`src/rtl/sdctrl_pkg.sv`:
```
package sdctrl_pkg;

    // SD command indices
    typedef logic [5:0] cmd_idx_t;
    localparam cmd_idx_t CMD0 = 6'd0;   // GO_IDLE_STATE
    localparam cmd_idx_t CMD8 = 6'd8;   // SEND_IF_COND

    typedef enum logic {
        R_NONE,
        R1                              // 48-bit response
    } resp_kind_t;

    typedef enum logic {
        SDSTATE_PRE_INIT,
        SDSTATE_IDLE
    } sdstate_t;

    typedef enum logic [2:0] {
        INITSTATE_CMD0,
        INITSTATE_CMD8,
        INITSTATE_WAIT_RESP,
        INITSTATE_CHECK,
        INITSTATE_ERROR,
        INITSTATE_DONE
    } initstate_t;

    typedef enum logic [3:0] {
        CMDSTATE_IDLE,
        CMDSTATE_REQ_START,
        CMDSTATE_REQ_BODY,
        CMDSTATE_REQ_CRC,
        CMDSTATE_REQ_STOP,
        CMDSTATE_RESP_WAIT,
        CMDSTATE_RESP_BODY,
        CMDSTATE_RESP_CRC,
        CMDSTATE_RESP_STOP
    } cmdstate_t;

    typedef enum logic [3:0] {
        CMDERR_NONE                = 4'd0,
        CMDERR_NO_RESPONSE         = 4'd1,
        CMDERR_WRONG_RESP_STARTBIT = 4'd2,
        CMDERR_WRONG_RESP_CMD      = 4'd3,
        CMDERR_WRONG_RESP_CRC      = 4'd4
    } cmderr_t;

    // Low 14 bits of the CMD8 argument
    typedef struct packed {
        logic       pcie_12v_support;
        logic       pcie_available;
        logic [3:0] voltage_supply;
        logic [7:0] check_pattern;
    } ifcond_t;

    localparam logic [3:0] REG_CLKDIV   = 4'd0;
    localparam logic [3:0] REG_CONTROL  = 4'd1;  // [0] clock enable, [1] clear cmderr
    localparam logic [3:0] REG_IFCOND   = 4'd2;
    localparam logic [3:0] REG_WATCHDOG = 4'd3;
    localparam logic [3:0] REG_STATUS   = 4'd4;
    localparam logic [3:0] REG_RESP_CMD = 4'd5;
    localparam logic [3:0] REG_RESP_REG = 4'd6;
    localparam logic [3:0] REG_RESP_CRC = 4'd7;

    localparam logic [17:0] CMD8_ARG_RESERVED = 18'h00000;

endpackage

```
`src/rtl/sdctrl_cmd_if.sv`:
```
`timescale 1ns/100ps

interface sdctrl_cmd_if import sdctrl_pkg::*; ();

    // Request from the initialiser
    logic        req_valid;
    cmd_idx_t    req_cmd;
    logic [31:0] req_arg;
    resp_kind_t  req_rn;
    logic        req_ready;

    // Response with a single-cycle resp_valid pulse
    logic        resp_valid;
    cmd_idx_t    resp_cmd;
    logic [31:0] resp_reg;
    logic [6:0]  resp_crc7_rx;
    logic [6:0]  resp_crc7_calc;

    cmdstate_t   cmdstate;
    cmderr_t     cmderr;
    logic        clear_cmderr;

    modport init (
        output req_valid, req_cmd, req_arg, req_rn,
        input  req_ready, resp_valid, resp_reg, cmderr
    );

    modport trx (
        input  req_valid, req_cmd, req_arg, req_rn, clear_cmderr,
        output req_ready, resp_valid, resp_cmd, resp_reg, resp_crc7_rx, resp_crc7_calc,
        output cmdstate, cmderr
    );

    modport mon (
        input  resp_cmd, resp_reg, resp_crc7_rx, resp_crc7_calc, cmdstate, cmderr,
        output clear_cmderr
    );

endinterface

```
`src/rtl/sdctrl_crc7.sv`:
```
`timescale 1ns/100ps

module sdctrl_crc7 (
    input  logic       i_clk,
    input  logic       i_nrst,
    input  logic       i_clear,     // Start of frame
    input  logic       i_next,
    input  logic       i_dat,
    output logic [6:0] o_crc7
);

    logic fb;

    assign fb = i_dat ^ o_crc7[6];

    // Polynomial x^7 + x^3 + 1
    always_ff @(posedge i_clk or negedge i_nrst) begin
        if (!i_nrst) begin
            o_crc7 <= '0;
        end else if (i_clear) begin
            o_crc7 <= '0;
        end else if (i_next) begin
            o_crc7 <= {o_crc7[5:3], o_crc7[2] ^ fb, o_crc7[1:0], fb};
        end
    end

endmodule

```
`src/rtl/sdctrl_regs.sv`:
```
`timescale 1ns/100ps

module sdctrl_regs import sdctrl_pkg::*; (
    input  logic        i_clk,
    input  logic        i_nrst,
    input  logic        i_reg_we,
    input  logic [3:0]  i_reg_addr,
    input  logic [31:0] i_reg_wdata,
    output logic [31:0] o_reg_rdata,
    output logic        o_sclk,
    output logic        o_sck_posedge,    // Cycle before o_sclk rises
    output logic        o_sck_negedge,    // Cycle before o_sclk falls
    output logic [15:0] o_watchdog,
    output ifcond_t     o_ifcond,
    input  sdstate_t    i_sdstate,
    input  initstate_t  i_initstate,
    sdctrl_cmd_if.mon   cmd
);

    logic [15:0] clkdiv;          // Half period minus one
    logic        sclk_ena;
    logic [15:0] div_cnt;
    logic        div_wrap;
    logic        clear_pulse;

    assign div_wrap         = sclk_ena && (div_cnt >= clkdiv);
    assign o_sck_posedge    = div_wrap && !o_sclk;
    assign o_sck_negedge    = div_wrap && o_sclk;
    assign cmd.clear_cmderr = clear_pulse;

    always_ff @(posedge i_clk or negedge i_nrst) begin
        if (!i_nrst) begin
            clkdiv      <= 16'd4;
            sclk_ena    <= 1'b0;
            o_watchdog  <= 16'd1000;
            o_ifcond    <= '{pcie_12v_support: 1'b0, pcie_available: 1'b0,
                             voltage_supply: 4'h1, check_pattern: 8'hAA};
            clear_pulse <= 1'b0;
        end else begin
            clear_pulse <= 1'b0;
            if (i_reg_we) begin
                case (i_reg_addr)
                    REG_CLKDIV:   clkdiv <= i_reg_wdata[15:0];
                    REG_CONTROL: begin
                        sclk_ena    <= i_reg_wdata[0];
                        clear_pulse <= i_reg_wdata[1];   // Write-one pulse of one cycle
                    end
                    REG_IFCOND:   o_ifcond   <= ifcond_t'(i_reg_wdata[13:0]);
                    REG_WATCHDOG: o_watchdog <= i_reg_wdata[15:0];
                    default: ;
                endcase
            end
        end
    end

    // SD clock divider
    always_ff @(posedge i_clk or negedge i_nrst) begin
        if (!i_nrst) begin
            div_cnt <= '0;
            o_sclk  <= 1'b0;
        end else if (!sclk_ena) begin
            div_cnt <= '0;              // Counter restarts whenever the clock is off
        end else if (div_wrap) begin
            div_cnt <= '0;
            o_sclk  <= ~o_sclk;
        end else begin
            div_cnt <= div_cnt + 16'd1;
        end
    end

    // Read-back
    always_comb begin
        case (i_reg_addr)
            REG_CLKDIV:   o_reg_rdata = {16'h0, clkdiv};
            REG_CONTROL:  o_reg_rdata = {31'h0, sclk_ena};
            REG_IFCOND:   o_reg_rdata = {18'h0, o_ifcond};
            REG_WATCHDOG: o_reg_rdata = {16'h0, o_watchdog};
            REG_STATUS: begin
                o_reg_rdata = {16'h0, cmd.cmderr, cmd.cmdstate,
                               1'b0, i_initstate, 3'b000, i_sdstate};
            end
            REG_RESP_CMD: o_reg_rdata = {26'h0, cmd.resp_cmd};
            REG_RESP_REG: o_reg_rdata = cmd.resp_reg;
            REG_RESP_CRC: begin
                o_reg_rdata = {17'h0, cmd.resp_crc7_rx, 1'b0, cmd.resp_crc7_calc};
            end
            default:      o_reg_rdata = '0;
        endcase
    end

endmodule

```
`src/rtl/sdctrl_init.sv`:
```
`timescale 1ns/100ps

module sdctrl_init import sdctrl_pkg::*; #(
    parameter int PREINIT_CLOCKS = 75
) (
    input  logic        i_clk,
    input  logic        i_nrst,
    input  logic        i_sck_posedge,
    input  ifcond_t     i_ifcond,
    output sdstate_t    o_sdstate,
    output initstate_t  o_initstate,
    sdctrl_cmd_if.init  cmd
);

    localparam int CNT_W = $clog2(PREINIT_CLOCKS + 1);

    logic [CNT_W-1:0] clkcnt;
    initstate_t       initstate_next;    // Where WAIT_RESP goes on resp_valid
    logic [11:0]      resp_low;          // VHS and check pattern echo

    always_ff @(posedge i_clk or negedge i_nrst) begin
        if (!i_nrst) begin
            o_sdstate      <= SDSTATE_PRE_INIT;
            o_initstate    <= INITSTATE_CMD0;
            initstate_next <= INITSTATE_CMD0;
            clkcnt         <= '0;
            cmd.req_valid  <= 1'b0;
            cmd.req_cmd    <= CMD0;
            cmd.req_arg    <= '0;
            cmd.req_rn     <= R_NONE;
            resp_low       <= '0;
        end else begin
            if (cmd.req_valid && cmd.req_ready) begin
                cmd.req_valid <= 1'b0;
            end
            case (o_sdstate)
                SDSTATE_PRE_INIT: begin
                    // CMD stays high while the card gets its start-up clocks
                    if (i_sck_posedge) begin
                        clkcnt <= clkcnt + 1'b1;
                        if (clkcnt == CNT_W'(PREINIT_CLOCKS - 1)) begin
                            o_sdstate <= SDSTATE_IDLE;
                        end
                    end
                end
                default: begin
                    case (o_initstate)
                        INITSTATE_CMD0: begin
                            cmd.req_valid  <= 1'b1;
                            cmd.req_cmd    <= CMD0;
                            cmd.req_arg    <= '0;
                            cmd.req_rn     <= R1;
                            o_initstate    <= INITSTATE_WAIT_RESP;
                            initstate_next <= INITSTATE_CMD8;
                        end
                        INITSTATE_CMD8: begin
                            if (cmd.cmderr != CMDERR_NONE) begin
                                o_initstate <= INITSTATE_ERROR;   // CMD0 failed
                            end else begin
                                cmd.req_valid  <= 1'b1;
                                cmd.req_cmd    <= CMD8;
                                cmd.req_arg    <= {CMD8_ARG_RESERVED, i_ifcond};
                                cmd.req_rn     <= R1;
                                o_initstate    <= INITSTATE_WAIT_RESP;
                                initstate_next <= INITSTATE_CHECK;
                            end
                        end
                        INITSTATE_WAIT_RESP: begin
                            if (cmd.resp_valid) begin
                                resp_low    <= cmd.resp_reg[11:0];
                                o_initstate <= initstate_next;
                            end
                        end
                        INITSTATE_CHECK: begin
                            // The card has to echo voltage range and pattern
                            if (cmd.cmderr == CMDERR_NONE &&
                                resp_low == {i_ifcond.voltage_supply,
                                             i_ifcond.check_pattern}) begin
                                o_initstate <= INITSTATE_DONE;
                            end else begin
                                o_initstate <= INITSTATE_ERROR;
                            end
                        end
                        default: ;   // ERROR and DONE are final
                    endcase
                end
            endcase
        end
    end

endmodule

```
`src/rtl/sdctrl_cmd_transmitter.sv`:
```
`timescale 1ns/100ps

module sdctrl_cmd_transmitter import sdctrl_pkg::*; (
    input  logic        i_clk,
    input  logic        i_nrst,
    input  logic        i_sclk_posedge,
    input  logic        i_sclk_negedge,
    input  logic        i_cmd,
    output logic        o_cmd,
    output logic        o_cmd_dir,       // 1 = input, card drives CMD
    input  logic [15:0] i_watchdog,
    sdctrl_cmd_if.trx   cmd
);

    cmdstate_t   state;
    logic [5:0]  bitcnt;
    logic [39:0] tx_shift;      // Start bit, transmit bit, index, argument
    logic [38:0] rx_shift;      // Transmit bit, index, argument
    logic [6:0]  crc_rx;
    cmd_idx_t    req_cmd;
    resp_kind_t  req_rn;
    logic [15:0] wdog_cnt;
    logic        crc_clear;
    logic        crc_next;
    logic        crc_dat;
    logic [6:0]  crc7;

    assign cmd.req_ready = (state == CMDSTATE_IDLE);
    assign cmd.cmdstate  = state;

    // CRC held at zero between frames
    // A zero start bit would leave it unchanged, so receive starts after it
    assign crc_clear = (state == CMDSTATE_IDLE) || (state == CMDSTATE_RESP_WAIT);

    always_comb begin
        crc_next = 1'b0;
        crc_dat  = 1'b0;
        if (i_sclk_negedge &&
            (state == CMDSTATE_REQ_START || state == CMDSTATE_REQ_BODY)) begin
            crc_next = 1'b1;
            crc_dat  = tx_shift[39];
        end else if (i_sclk_posedge && state == CMDSTATE_RESP_BODY) begin
            crc_next = 1'b1;
            crc_dat  = i_cmd;
        end
    end

    sdctrl_crc7 crc7_i (
        .i_clk   (i_clk),
        .i_nrst  (i_nrst),
        .i_clear (crc_clear),
        .i_next  (crc_next),
        .i_dat   (crc_dat),
        .o_crc7  (crc7)
    );

    always_ff @(posedge i_clk or negedge i_nrst) begin
        if (!i_nrst) begin
            state              <= CMDSTATE_IDLE;
            bitcnt             <= '0;
            tx_shift           <= '0;
            rx_shift           <= '0;
            crc_rx             <= '0;
            req_cmd            <= CMD0;
            req_rn             <= R_NONE;
            wdog_cnt           <= '0;
            o_cmd              <= 1'b1;
            o_cmd_dir          <= 1'b0;
            cmd.resp_valid     <= 1'b0;
            cmd.resp_cmd       <= '0;
            cmd.resp_reg       <= '0;
            cmd.resp_crc7_rx   <= '0;
            cmd.resp_crc7_calc <= '0;
            cmd.cmderr         <= CMDERR_NONE;
        end else begin
            cmd.resp_valid <= 1'b0;
            if (cmd.clear_cmderr) begin
                cmd.cmderr <= CMDERR_NONE;
            end
            case (state)
                CMDSTATE_IDLE: begin
                    if (cmd.req_valid) begin
                        tx_shift <= {2'b01, cmd.req_cmd, cmd.req_arg};
                        req_cmd  <= cmd.req_cmd;
                        req_rn   <= cmd.req_rn;
                        bitcnt   <= 6'd40;
                        state    <= CMDSTATE_REQ_START;
                    end
                end
                CMDSTATE_REQ_START, CMDSTATE_REQ_BODY: begin
                    if (i_sclk_negedge) begin
                        o_cmd    <= tx_shift[39];
                        tx_shift <= {tx_shift[38:0], 1'b0};
                        bitcnt   <= bitcnt - 6'd1;
                        state    <= CMDSTATE_REQ_BODY;
                        if (bitcnt == 6'd1) begin
                            bitcnt <= 6'd7;
                            state  <= CMDSTATE_REQ_CRC;
                        end
                    end
                end
                CMDSTATE_REQ_CRC: begin
                    if (i_sclk_negedge) begin
                        o_cmd  <= crc7[bitcnt[2:0] - 3'd1];   // MSB first
                        bitcnt <= bitcnt - 6'd1;
                        if (bitcnt == 6'd1) begin
                            state <= CMDSTATE_REQ_STOP;
                        end
                    end
                end
                CMDSTATE_REQ_STOP: begin
                    if (i_sclk_negedge) begin
                        if (bitcnt == 6'd0) begin
                            o_cmd  <= 1'b1;        // End bit
                            bitcnt <= 6'd1;
                        end else if (req_rn == R_NONE) begin
                            cmd.resp_valid <= 1'b1;
                            state          <= CMDSTATE_IDLE;
                        end else begin
                            o_cmd_dir <= 1'b1;
                            wdog_cnt  <= '0;
                            state     <= CMDSTATE_RESP_WAIT;
                        end
                    end
                end
                CMDSTATE_RESP_WAIT: begin
                    if (i_sclk_posedge) begin
                        if (!i_cmd) begin
                            bitcnt <= 6'd39;
                            state  <= CMDSTATE_RESP_BODY;
                        end else if ({1'b0, wdog_cnt} + 17'd1 >= {1'b0, i_watchdog}) begin
                            cmd.cmderr     <= CMDERR_NO_RESPONSE;
                            cmd.resp_valid <= 1'b1;
                            o_cmd_dir      <= 1'b0;
                            state          <= CMDSTATE_IDLE;
                        end else begin
                            wdog_cnt <= wdog_cnt + 16'd1;
                        end
                    end
                end
                CMDSTATE_RESP_BODY: begin
                    if (i_sclk_posedge) begin
                        rx_shift <= {rx_shift[37:0], i_cmd};
                        bitcnt   <= bitcnt - 6'd1;
                        if (bitcnt == 6'd1) begin
                            bitcnt <= 6'd7;
                            state  <= CMDSTATE_RESP_CRC;
                        end
                    end
                end
                CMDSTATE_RESP_CRC: begin
                    if (i_sclk_posedge) begin
                        crc_rx <= {crc_rx[5:0], i_cmd};
                        bitcnt <= bitcnt - 6'd1;
                        if (bitcnt == 6'd1) begin
                            state <= CMDSTATE_RESP_STOP;
                        end
                    end
                end
                CMDSTATE_RESP_STOP: begin
                    if (i_sclk_posedge) begin
                        cmd.resp_valid     <= 1'b1;
                        cmd.resp_cmd       <= rx_shift[37:32];
                        cmd.resp_reg       <= rx_shift[31:0];
                        cmd.resp_crc7_rx   <= crc_rx;
                        cmd.resp_crc7_calc <= crc7;
                        o_cmd_dir          <= 1'b0;
                        state              <= CMDSTATE_IDLE;
                        // Checks in priority order
                        if (rx_shift[38]) begin
                            cmd.cmderr <= CMDERR_WRONG_RESP_STARTBIT;
                        end else if (rx_shift[37:32] != req_cmd) begin
                            cmd.cmderr <= CMDERR_WRONG_RESP_CMD;
                        end else if (crc_rx != crc7) begin
                            cmd.cmderr <= CMDERR_WRONG_RESP_CRC;
                        end
                    end
                end
                default: state <= CMDSTATE_IDLE;
            endcase
        end
    end

endmodule

```
`src/rtl/sdctrl.sv`:
```
`timescale 1ns/100ps

module sdctrl import sdctrl_pkg::*; #(
    parameter int PREINIT_CLOCKS = 75
) (
    input  logic        i_clk,
    input  logic        i_nrst,
    input  logic        i_reg_we,
    input  logic [3:0]  i_reg_addr,
    input  logic [31:0] i_reg_wdata,
    output logic [31:0] o_reg_rdata,
    output logic        o_sclk,
    input  logic        i_cmd,
    output logic        o_cmd,
    output logic        o_cmd_dir
);

    logic        sck_posedge;
    logic        sck_negedge;
    logic [15:0] watchdog;
    ifcond_t     ifcond;
    sdstate_t    sdstate;
    initstate_t  initstate;

    sdctrl_cmd_if cmd_if ();

    sdctrl_regs regs_i (
        .i_clk         (i_clk),
        .i_nrst        (i_nrst),
        .i_reg_we      (i_reg_we),
        .i_reg_addr    (i_reg_addr),
        .i_reg_wdata   (i_reg_wdata),
        .o_reg_rdata   (o_reg_rdata),
        .o_sclk        (o_sclk),
        .o_sck_posedge (sck_posedge),
        .o_sck_negedge (sck_negedge),
        .o_watchdog    (watchdog),
        .o_ifcond      (ifcond),
        .i_sdstate     (sdstate),
        .i_initstate   (initstate),
        .cmd           (cmd_if.mon)
    );

    sdctrl_init #(
        .PREINIT_CLOCKS (PREINIT_CLOCKS)
    ) init_i (
        .i_clk         (i_clk),
        .i_nrst        (i_nrst),
        .i_sck_posedge (sck_posedge),
        .i_ifcond      (ifcond),
        .o_sdstate     (sdstate),
        .o_initstate   (initstate),
        .cmd           (cmd_if.init)
    );

    sdctrl_cmd_transmitter cmdtrx_i (
        .i_clk          (i_clk),
        .i_nrst         (i_nrst),
        .i_sclk_posedge (sck_posedge),
        .i_sclk_negedge (sck_negedge),
        .i_cmd          (i_cmd),
        .o_cmd          (o_cmd),
        .o_cmd_dir      (o_cmd_dir),
        .i_watchdog     (watchdog),
        .cmd            (cmd_if.trx)
    );

endmodule

```
`config.mk`:
```
export PLATFORM = sky130hd
export DESIGN_NAME = sdctrl
export DESIGN_NICKNAME = d
export VERILOG_FILES = /design/src/rtl/sdctrl_pkg.sv /design/src/rtl/sdctrl_cmd_if.sv /design/src/rtl/sdctrl_crc7.sv /design/src/rtl/sdctrl_regs.sv /design/src/rtl/sdctrl_init.sv /design/src/rtl/sdctrl_cmd_transmitter.sv /design/src/rtl/sdctrl.sv
export SDC_FILE = /design/constraint.sdc
export NUM_CORES = 1
export LEC_CHECK = 0
export ABC_AREA = 1
export BUFFER_PORTS_ARGS = -buffer_cell sky130_fd_sc_hd__buf_4
export CAP_MARGIN = 5
export CORE_UTILIZATION = 45
export CTS_CLUSTER_DIAMETER = 60
export DETAILED_ROUTE_END_ITERATION = 10
export PLACE_DENSITY = 0.65
export SLEW_MARGIN = 30
export SYNTH_ARGS = -nofsm -noshare
export SYNTH_HDL_FRONTEND = slang
export SYNTH_SLANG_ARGS = --single-unit
```
`constraint.sdc`:
```
create_clock -name i_clk -period 3.3 [get_ports i_clk]
set_clock_uncertainty 0.15 [all_clocks]
set_input_delay 0.495 -clock i_clk [delete_from_list [all_inputs] [get_ports i_clk]]
set_output_delay 0.495 -clock i_clk [all_outputs]
set_load 0.01 [all_outputs]
```
==> results of run 1 <==
stage by stage:
step           hold slack (ns)  power (mW)  instances  util (%)  TNS, ns
2_1_floorplan           0.0494        5.86       1685         -        0
3_3_place_gp             0.312        6.57       2108      49.0        0
3_5_place_dp             0.314        6.63       2108      49.0    -1.27
4_1_cts                  0.112        10.7       2169      53.0        0
5_1_grt                  0.138        11.3       2177      54.0    -2.67
6_report                 0.116        10.7       2177      54.0        0
synthesized netlist by cell type (all sizes together) (16+ instances only):
| library cell | count |
|---|---|
| nand2 | 389 |
| dfrtp | 272 |
| inv | 257 |
| o21ai | 239 |
| nor2 | 107 |
| nand3 | 88 |
| a21oi | 46 |
| clkbuf | 40 |
| ha | 38 |
| nand4 | 28 |
| xor2 | 28 |
| o22ai | 22 |
| buf | 20 |
| nor3 | 20 |
| o211ai | 16 |
worst max path at each step:
stage / start / endpoint / cells after the start
after floorplan: cmdtrx_i.wdog_cnt[2] / cmdtrx_i.wdog_cnt[6] / 19
after global placement: cmdtrx_i.wdog_cnt[0] / cmdtrx_i.wdog_cnt[3] / 18
after detailed placement: cmdtrx_i.wdog_cnt[0] / cmdtrx_i.wdog_cnt[1] / 18
after CTS: cmdtrx_i.wdog_cnt[0] / cmdtrx_i.wdog_cnt[2] / 18
after global routing: cmdtrx_i.wdog_cnt[0] / cmdtrx_i.wdog_cnt[4] / 16
final: cmdtrx_i.wdog_cnt[0] / cmdtrx_i.wdog_cnt[4] / 18
cell usage in the layout (no fill, tap or decap), types with 5 or more instances in the layout:
cell type	instances
a21oi_1	45
a221oi_1	8
buf_12	7
buf_4	86
bufinv_16	7
clkbuf_1	7
clkbuf_16	36
clkinv_2	5
dfrtp_1	270
dfstp_2	13
ha_1	36
inv_1	254
nand2_1	379
nand2_2	6
nand3_1	67
nand3_2	19
nand4_1	28
nor2_1	96
nor2_4	7
nor3_1	16
o2111ai_1	5
o211ai_1	16
o21ai_0	239
o221ai_1	5
o22ai_1	22
xnor2_1	12
xor2_1	26
metal layers:
layer / share of wire [%] / track usage (%) / wire length (um) / up-vias
met2: 45 / 35.7 / 16200 / 316
met5: 0 / 0 / 0 / -
met3: 5.9 / 4.07 / 2150 / 81
met4: 3.9 / 9.46 / 1420 / 0
li1: - / - / - / 5619
met1: 45 / 33.4 / 16500 / 5487
kinds of logic (layout without fill, tap and decap cells):
group                      count (synthesis)  in the layout  share of synthesized area, %
and+or+nand+nor                          646            646                          19.8
AOI/OAI and AO/OA                        355            355                          14.1
buffers and inverters                    319            415                          8.99
DFF                                      285            285                          51.1
xor gates and xnor gates                  41             41                          2.57
adders and majority gates                 38             38                          3.40
muxes                                      1              1                        0.0805
worst register-to-register path, cell delays in order (launching register included):
cell and delay [ns]:
dfrtp_2 0.42, nand3_2 0.10, nand3b_1 0.21, nor2_2 0.15, nand3_1 0.09, inv_2 0.09
nand3_4 0.09, nor3_4 0.21, xor2_2 0.20, ha_1 0.29, inv_1 0.07, o211ai_1 0.08
o21bai_4 0.19, nor2_4 0.14, nand3_4 0.15, nor2_4 0.23, clkbuf_16 0.20, nand3_2 0.08
nand2_1 0.07
power by group through the flow:
stage,combinational [mW],clock (mW),sequential [mW]
after floorplan,1.74,0,4.12
after global placement,2.36,0,4.21
after detailed placement,2.41,0,4.22
after CTS,2.43,4.11,4.16
after global routing,2.80,4.24,4.21
final,2.47,4.05,4.17
cell type report:
| cell class | count | area share (%) |
|---|---|---|
| timing repair buffer | 97 | 5.13 |
| clock buffer | 45 | 5.72 |
| inverter | 259 | 5.89 |
| clock inverter | 14 | 1.55 |
| multi-input combinational | 1081 | 35.4 |
| sequential | 285 | 43.3 |
| tap | 396 | 3.00 |
what timing repair did:
action / 4_1_cts / 5_1_grt
endpoints found under the hold margin: 67 / 0
setup buffers: 1 / 7
pin swaps: 1 / 36
gates cloned: 0 / 1
hold buffers: 1 / 0
gates resized for setup: 2 / 43
setup endpoints to repair: 20 / 26
==> impl_summary.log, run 1 <==
[metrics] register-to-register setup slack: about 0.022 ns
[metrics] CP cell instances: nand3_2, nand3b_1, nor2_2, nand3_1, inv_2, nand3_4, nor3_4, xor2_2, ha_1, inv_1, o211ai_1, o21bai_4, nor2_4, nand3_4, nor2_4, clkbuf_16, nand3_2, nand2_1
[metrics] TritonCTS sink count: 285
[metrics] height of the die: around 180 um
[metrics] number of antenna violations at the first check in global routing: 0
[metrics] CTS HTree Levels: 2
[metrics] layout filler cell count: 2866
[metrics] share of the yosys chip area belonging to registers: between 50 and 60%
[metrics] count of buffers inserted at the top-level ports: 58
[metrics] area used by sequential logic in the layout: between 0.007 and 0.008 mm2
[metrics] CP max-delay cell: dfrtp_2
[metrics] Period minus WS final: ~3.3 ns
[metrics] number of enable flip-flop cells after synthesis: 0
[metrics] share of cells above drive strength 1: roughly 13%
[metrics] sequential power share: 39.0%
[metrics] Worst EP required: around 3.6 ns
[metrics] library cells used by synthesis: 48
[metrics] PwrDens: approximately 650 mW/mm2
[metrics] area after detailed placement: around 0.015 mm2
[metrics] worst-case clock buffer depth: 3
[metrics] Design Area, Final: 0.0165 mm2
[metrics] I/O Pins: 75
[metrics] floorplan die area: between 0.03 and 0.04 mm2
[metrics] Worst EP arrival: about 3.6 ns
[metrics] setup violators final: 0
[metrics] clock tree from TritonCTS: yes
[metrics] starting density of the core: approximately 46%
[metrics] clock power share: between 30% and 40%
[metrics] worst r2r path cells: 18
[metrics] clock latency at the later pin of the worst-skew pair: about 0.52 ns
[metrics] Psw: about 3.5 mW
[metrics] Hold Path Cell Cnt: 3
[metrics] largest net degree at the start of global routing: 100
[metrics] register clock-pin slew on the reported worst setup and hold paths: ~0.06 ns
[metrics] final antenna-violating net count: 0
[metrics] source of the worst register-to-register timing path: cmdtrx_i.wdog_cnt[0]
[metrics] ant diodes: 0
[metrics] relative slew slack: a little under two fifths
[metrics] total congestion overflow: 0
[metrics] core area: around 0.031 mm2
[metrics] overall via count from detail_route: 11503
[metrics] multi-input combinational cell area: approximately 0.0058 mm2
[metrics] Post-Synthesis Net Count: 1763
[metrics] count of nets after finishing: between 1500 and 2000
[metrics] Seq cells post-synth: about 290
[metrics] via count of the first global-routing pass: ~11000
[metrics] startpoint types: flop
[metrics] worst vdd ir: just over 0.0005 V
[metrics] fraction of power spent switching nets: between 30% and 40%
[metrics] die width: approximately 180 um
[metrics] Max-Cap Viols: 0
[metrics] area of the mapped netlist: approximately 0.014 mm2
[metrics] synthesized instance count: ~1700
[metrics] combinational share of power: 23.1%
[metrics] element type at the critical path end: flop
[metrics] Post-synth top flop: dfrtp_1
[metrics] detailed-routing iteration count for the pre-antenna-repair pass: 5
[metrics] DR DRC count: 0
[metrics] hold wc startpoint: i_reg_wdata[15]
[metrics] wire length per cell after detailed routing: 16.7 um
[metrics] share of flip-flops with an asynchronous set or reset: 100%
[metrics] minimum setup slack in the final design: between 0.02 and 0.025 ns
[metrics] cell types occupying the most area after synthesis: dfrtp_1 49%, nand2_1 10%, o21ai_0 8.5%, inv_1 6.8%, ha_1 3.4%
[metrics] peak per-stage delay on the critical path: between 0.4 and 0.5 ns
[metrics] worst hold-check path type: primary input to flop
[metrics] Worst Tran Pin Value: ~0.94 ns
[metrics] f_max: ~0.31 GHz
[metrics] Crit path max-delay family: simple AND/OR/NAND/NOR gates
[metrics] Power Internal: between 7 and 8 mW
[metrics] first-pass GRT wire length: 58.1 mm
[metrics] largest area contributor in the netlist: dfrtp_1
[metrics] Clock Root Buffer: clkbuf_16
[metrics] RSZ-0062 raised after global routing: true
[metrics] Leak Pwr: a little under 8 nW
[metrics] area delta synth->final: 17.9%
[metrics] via density per instance: between 5 and 6
[metrics] share of the synthesized area in the top cell type: about half
[metrics] total routing usage reported by global routing: about a quarter
[metrics] syn avg cell area: approximately 8.3 um2
[metrics] final hold vios: 0
[metrics] Final Max Tran Viols: 0
[metrics] number of buffers created by CTS: 34
[metrics] total of warnings raised by yosys: 0
[metrics] gpl congestion: ~0.96
[metrics] critical setup path kind: flop to flop
[metrics] status: completed
[metrics] DRC violation total after the first TritonRoute iteration: 922
[metrics] largest fanout of any net on the critical path: 8
[metrics] standard-cell row count: 64
[metrics] number of buffers and inverters on the critical path: 3
[metrics] period utilization: about 99%
[metrics] endpoint of the most critical register-to-register path: cmdtrx_i.wdog_cnt[4]
[metrics] half-perimeter wire length after detailed placement: 26.1 mm
[metrics] DRT Wirelength: ~36 mm
[metrics] max FFs per register: 40
[metrics] Setup WS pre-CTS: -0.0964 ns
[metrics] Min-Delay Endpoint: regs_i.clkdiv[15]
Power figures use the tool's default switching activity.
==> run 2: changes to the inputs <==
==> constraint.sdc (replaced) <==
create_clock -name i_clk -period 3.3 [get_ports i_clk]
set_clock_uncertainty 0.15 [all_clocks]
set_input_delay 0.66 -clock i_clk [delete_from_list [all_inputs] [get_ports i_clk]]
set_output_delay 0.66 -clock i_clk [all_outputs]
set_load 0.01 [all_outputs]
==> impl_summary.log, run 2 (synthesized netlist as in run 1, its figures left out) <==
[metrics] status: completed
[metrics] count of buffers inserted at the top-level ports: 58
[metrics] largest fanout of any net on the critical path: 8
[metrics] standard-cell row count: 64
[metrics] Worst EP required: between 3 and 4 ns
[metrics] PnR Total Power: 10.6 mW
[metrics] Psw: ~3.5 mW
[metrics] setup violators final: 0
[metrics] highest-count cells in the layout ignoring fill and taps: 378 x nand2_1, 272 x dfrtp_1, 254 x inv_1, 239 x o21ai_0, 96 x nor2_1
[metrics] number of buffers created by CTS: 36
[metrics] f_max: ~0.31 GHz
[metrics] highest routed metal layer: met4
[metrics] largest net degree at the start of global routing: 100
[metrics] worst vdd ir: 0.000421 V
[metrics] height of the die: between 150 and 200 um
[metrics] DRC violation total after the first TritonRoute iteration: 935
[metrics] CTS HTree Levels: 2
[metrics] RSZ-0062 raised after global routing: true
[metrics] relative slew slack: a little under half
[metrics] Met1 Wirelength: roughly 17 mm
[metrics] share of cells above drive strength 1: around 12%
[metrics] overall via count from detail_route: between 10000 and 15000
[metrics] startpoint types: flop
[metrics] count of nets after finishing: 1836
[metrics] Clock Root Buffer: clkbuf_16
[metrics] Final Max Tran Viols: 0
[metrics] fraction of power spent switching nets: between 30 and 40%
[metrics] gpl congestion: approximately 0.95
[metrics] half-perimeter wire length after detailed placement: 25.9 mm
[metrics] TritonCTS sink count: about 290
[metrics] wire length per cell after detailed routing: ~17 um
[metrics] detailed-routing iteration count for the pre-antenna-repair pass: 5
[metrics] core area: 0.0306 mm2
[metrics] Worst EP arrival: 3.51 ns
[metrics] met3 wire length: between 2 and 2.5 mm
[metrics] Period minus WS final: ~3.2 ns
[metrics] total congestion overflow: 0
[metrics] DRT Wirelength: between 30 and 40 mm
[metrics] detailed route wirelength on metal2: about 16 mm
[metrics] final hold vios: 0
[metrics] clock power share: a little under two fifths
[metrics] period utilization: a little over nine tenths
[metrics] Hold Path Cell Cnt: 3
[metrics] starting density of the core: between 40 and 50%
[metrics] Leak Pwr: just under 8 nW
[metrics] sequential power share: approximately two fifths
[metrics] element type at the critical path end: flop
[metrics] area delta synth->final: 17.4%
[metrics] I/O Pins: between 70 and 80
[metrics] worst r2r path cells: 16
[metrics] first-pass GRT wire length: slightly below 60 mm
[metrics] PwrDens: roughly 650 mW/mm2
[metrics] Power Internal: approximately 7.1 mW
[metrics] clock latency at the later pin of the worst-skew pair: between 0.5 and 0.6 ns
[metrics] worst-case clock buffer depth: 3
[metrics] final antenna-violating net count: 0
[metrics] most common cell after layout, fill and taps aside: nand2_1
[metrics] combinational share of power: ~23%
[metrics] total routing usage reported by global routing: about a quarter
[metrics] ant diodes: 0
[metrics] via count of the first global-routing pass: approximately 11000
[metrics] die width: around 180 um
[metrics] register clock-pin slew on the reported worst setup and hold paths: 0.06 ns
[metrics] DR DRC count: 0
[metrics] number of antenna violations at the first check in global routing: 0
[metrics] clock tree from TritonCTS: yes
[metrics] max FFs per register: 40
[metrics] worst hold slack after final layout: 0.276 ns
[metrics] critical setup path kind: flop to flop
[metrics] Worst Tran Pin Value: about 0.8 ns
[metrics] layout filler cell count: between 2000 and 3000
[metrics] worst hold-check path type: primary input to flop
[metrics] Max-Cap Viols: 0
[metrics] floorplan die area: ~0.032 mm2
[metrics] via density per instance: ~5.3
[run 2: cell types whose count changed in the layout (fill, tap and decap cells not counted), sizes merged]
cell / before / now
bufinv: 7 / 4
buf: 95 / 93
clkinvlp: 0 / 4
inv: 259 / 262
clkbuf: 46 / 47
[run 2: final timing paths]
path	startpoint	endpoint	slack [ns]
min	i_reg_wdata[14]	regs_i.clkdiv[14]	0.28
min reg2reg	cmdtrx_i.rx_shift[7]	cmdtrx_i.rx_shift[8]	0.32
min in group asynchronous	i_nrst	regs_i.div_cnt[9]	0.50
max	cmdtrx_i.wdog_cnt[0]	cmdtrx_i.wdog_cnt[0]	0.1
max in group asynchronous	i_nrst	cmdtrx_i.wdog_cnt[6]	1.66
max reg2reg	cmdtrx_i.wdog_cnt[0]	cmdtrx_i.wdog_cnt[0]	0.1
[run 2: per-stage QoR]
step / TNS [ns] / instances / util [%] / cell area, um2 / setup slack, ns
final: 0 / 2180 / 53.7 / 16400 / 0.0968
after global routing: -1.29 / 2180 / 53.7 / 16400 / -0.102
after CTS: 0 / 2173 / 53.0 / 16200 / 0.0143
after detailed placement: 0 / 2108 / 49.0 / 15000 / 0.0359
after global placement: 0 / 2108 / 49.0 / 15000 / 0.0691
after floorplan: 0 / 1685 / - / 14000 / 0.386
[run 2: critical path, cell delays in order (launching register included)]
cell and delay, ns:
dfrtp_1 0.38, ha_1 0.21, nand3_2 0.15, nor2_4 0.16, nand3_1 0.14, nor3_2 0.18, xor2_1 0.24, ha_1 0.31
a21oi_1 0.16, o211ai_1 0.09, o21bai_4 0.19, nor2_4 0.14, nand3_4 0.12, nor2_4 0.19, clkbuf_16 0.18, nand3b_1 0.08
nand2_1 0.07
[run 2: layout make-up]
| class | instances | area (um2) | share of cell area (%) |
|---|---|---|---|
| Tap cell | 396 | 495 | 3.02 |
| Clock buffer | 46 | 990 | 6.03 |
| Clock inverter | 18 | 223 | 1.36 |
| Timing Repair Buffer | 95 | 841 | 5.12 |
| Inverter | 259 | 972 | 5.92 |
| Sequential cell | 285 | 7150 | 43.5 |
| Multi-Input combinational cell | 1081 | 5750 | 35.0 |
[run 2: power groups by stage]
| stage | Clock, mW | Combinational, mW | Sequential, mW |
|---|---|---|---|
| 4_1_cts | 4.07 | 2.42 | 4.16 |
| 3_3_place_gp | 0 | 2.37 | 4.21 |
| 5_1_grt | 4.20 | 2.78 | 4.20 |
| 3_5_place_dp | 0 | 2.41 | 4.22 |
| 6_report | 3.99 | 2.45 | 4.17 |
| 2_1_floorplan | 0 | 1.74 | 4.12 |
[run 2: timing repair]
item,4_1_cts,5_1_grt
hold buffers,1,0
resized for setup,0,29
endpoints found under the hold margin,44,0
setup buffers,0,6
setup endpoints to repair,0,28
[run 2: routing by layer]
| layer | vias to the layer above | global-route usage (%) |
|---|---|---|
| met4 | 0 | 7.84 |
| met2 | 285 | 35.8 |
| li1 | 5622 | - |
| met1 | 5516 | 33.4 |
| met3 | 66 | 3.92 |
| met5 | - | 0 |
==> run 3: changes to the inputs <==
- CORE_UTILIZATION: 45 -> 35
- PLACE_DENSITY: 0.65 -> 0.54
==> impl_summary.log, run 3 (synthesized netlist as in run 1, its figures left out) <==
[metrics] max FFs per register: 40
[metrics] clock power share: between 30% and 40%
[metrics] number of antenna violations at the first check in global routing: 0
[metrics] standard-cell row count: approximately 70
[metrics] element type at the critical path end: flop
[metrics] clock tree from TritonCTS: yes
[metrics] total congestion overflow: 0
[metrics] final sum of negative setup slack: 0 ns
[metrics] fraction of power spent switching nets: around a third
[metrics] area after detailed placement: ~0.015 mm2
[metrics] register clock-pin slew on the reported worst setup and hold paths: 0.06 ns
[metrics] count of buffers inserted at the top-level ports: a little under 60
[metrics] setup violators final: 0
[metrics] path length in cells of the critical path: 16
[metrics] f_max: 0.310 GHz
[metrics] status: completed
[metrics] final hold vios: 0
[metrics] wire length per cell after detailed routing: between 15 and 20 um
[metrics] Worst EP required: 3.62 ns
[metrics] critical setup path kind: flop to flop
[metrics] floorplan die area: slightly above 0.04 mm2
[metrics] Worst Tran Pin Value: 0.784 ns
[metrics] highest-count cells in the layout ignoring fill and taps: 379 x nand2_1, 272 x dfrtp_1, 254 x inv_1, 239 x o21ai_0, 94 x nor2_1
[metrics] startpoint types: flop
[metrics] worst-case clock buffer depth: 3
[metrics] sequential power share: between 30% and 40%
[metrics] count of nets after finishing: ~1800
[metrics] via count of the first global-routing pass: about 11000
[metrics] hold wc startpoint: i_reg_wdata[14]
[metrics] DRC violation total after the first TritonRoute iteration: ~800
[metrics] height of the die: 202 um
[metrics] CP max-delay cell: dfrtp_1
[metrics] core area: around 0.039 mm2
[metrics] half-perimeter wire length after detailed placement: 26.9 mm
[metrics] PwrDens: around 640 mW/mm2
[metrics] Worst EP arrival: around 3.6 ns
[metrics] endpoint of the most critical register-to-register path: cmdtrx_i.wdog_cnt[1]
[metrics] Period minus WS final: about 3.2 ns
[metrics] period utilization: just under 100%
[metrics] Hold Path Cell Cnt: 3
[metrics] final antenna-violating net count: 0
[metrics] ant diodes: 0
[metrics] clock latency at the later pin of the worst-skew pair: between 0.5 and 0.6 ns
[metrics] RSZ-0062 raised after global routing: true
[metrics] Leak Pwr: between 7 and 8 nW
[metrics] CP cell instances: ha_1, nand3_2, nor2_4, nand3_1, nor3_2, xor2_1, ha_1, a21oi_1, o211ai_1, o21bai_4, nor2_4, nand3_4, nor2_4, clkbuf_16, nand3_1, nand2_1
[metrics] Clock Root Buffer: clkbuf_16
[metrics] crit-path most repeated cell: nor2_4
[metrics] most common cell after layout, fill and taps aside: nand2_1
[metrics] first-pass GRT wire length: a little over 60 mm
[metrics] overall via count from detail_route: 11337
[metrics] area delta synth->final: 18.6%
[metrics] total routing usage reported by global routing: about a fifth
[metrics] I/O Pins: between 70 and 80
[metrics] worst vdd ir: around 0.00036 V
[metrics] detailed-routing iteration count for the pre-antenna-repair pass: 6
[metrics] relative slew slack: 47.3%
[metrics] DR DRC count: 0
[metrics] largest net degree at the start of global routing: slightly above 100
[metrics] register-to-register setup slack: around 0.075 ns
[metrics] number of buffers created by CTS: 37
[metrics] TritonCTS sink count: roughly 290
[metrics] source of the worst register-to-register timing path: cmdtrx_i.wdog_cnt[0]
[metrics] starting density of the core: 35.9%
[metrics] share of cells above drive strength 1: 12.2%
[metrics] worst r2r path cells: 16
[metrics] CTS HTree Levels: 2
[metrics] combinational share of power: between 20% and 30%
[metrics] Design Area, Final: roughly 0.017 mm2
[metrics] number of buffers and inverters on the critical path: 1
[metrics] detailed route wirelength on metal2: 16.2 mm
[metrics] via density per instance: just under 5
[metrics] Min-Delay Endpoint: regs_i.o_watchdog[14]
[metrics] die width: ~200 um
[metrics] gpl congestion: between 0.9 and 1
[metrics] peak per-stage delay on the critical path: 0.38 ns
[metrics] DRT Wirelength: 37.8 mm
[metrics] largest fanout of any net on the critical path: 8
[metrics] Power Internal: between 7 and 8 mW
[metrics] Psw: roughly 3.6 mW
[metrics] highest routed metal layer: met4
[metrics] worst hold-check path type: primary input to flop
[metrics] Max-Cap Viols: 0
[metrics] Crit path max-delay family: simple AND/OR/NAND/NOR gates
[metrics] Met1 Wirelength: 18.5 mm
[metrics] Final Max Tran Viols: 0
[metrics] met3 wire length: between 1.5 and 2 mm
## run 3: area by class of cell
type	instances	area [um2]
clock buffers	50	1070
fillers	3860	22400
multi-input cells	1081	5760
well taps	518	648
flip-flops and latches	285	7150
inverters	259	972
clock inverters	17	170
repair buffers	96	840
## run 3: per-layer routing
metal | global-route usage, % | up-vias
li1 | - | 5628
met1 | 27.3 | 5410
met2 | 27.7 | 238
met3 | 3.08 | 61
met4 | 8.25 | 0
met5 | 0 | -
## run 3: worst max-delay path by stage
stage                         start                     to  slack, ns
2_1_floorplan  cmdtrx_i.wdog_cnt[2]   cmdtrx_i.wdog_cnt[6]       0.39
3_3_place_gp   cmdtrx_i.wdog_cnt[1]  cmdtrx_i.wdog_cnt[10]       0.05
3_5_place_dp   cmdtrx_i.wdog_cnt[0]   cmdtrx_i.wdog_cnt[3]       0.01
4_1_cts        cmdtrx_i.wdog_cnt[0]   cmdtrx_i.wdog_cnt[1]       0.02
5_1_grt        cmdtrx_i.wdog_cnt[0]   cmdtrx_i.wdog_cnt[1]      -0.12
6_report       cmdtrx_i.wdog_cnt[0]   cmdtrx_i.wdog_cnt[1]       0.07
## run 3: timing repair
| action | CTS | global route |
|---|---|---|
| setup buffers | 0 | 2 |
| endpoints found under the setup margin | 14 | 31 |
| gates resized for setup | 1 | 28 |
| hold endpoints to repair | 41 | 0 |
| hold buffers | 1 | 0 |
| cloned | 0 | 1 |
| pin swaps | 0 | 29 |
## run 3: power groups by stage
stage	Clock (mW)	Combinational [mW]	Sequential, mW
after floorplan	0	1.74	4.12
after global placement	0	2.39	4.22
after detailed placement	0	2.43	4.22
after CTS	4.16	2.45	4.16
after global routing	4.29	2.81	4.21
final	4.05	2.47	4.17
## run 3: metrics by stage
step / hold WS (ns) / util, % / instances / total power [mW] / setup slack, ns
finish: 0.256 / 42.6 / 2306 / 10.7 / 0.0750
global route: 0.262 / 42.6 / 2306 / 11.3 / -0.116
CTS: 0.237 / 42.1 / 2303 / 10.8 / 0.0209
detailed placement: 0.318 / 38.9 / 2235 / 6.65 / 0.0106
global placement: 0.314 / 38.9 / 2235 / 6.61 / 0.0528
floorplan: 0.214 / - / 1685 / 5.86 / 0.386
## run 3: worst register-to-register path: cells and delay by family, from the launching register on
kind,cells,cell delay [ns]
simple gates,9,1.20
fa+ha+maj,2,0.53
compound gates,3,0.47
flops,1,0.38
xor+xnor,1,0.25
buf+inv,1,0.18
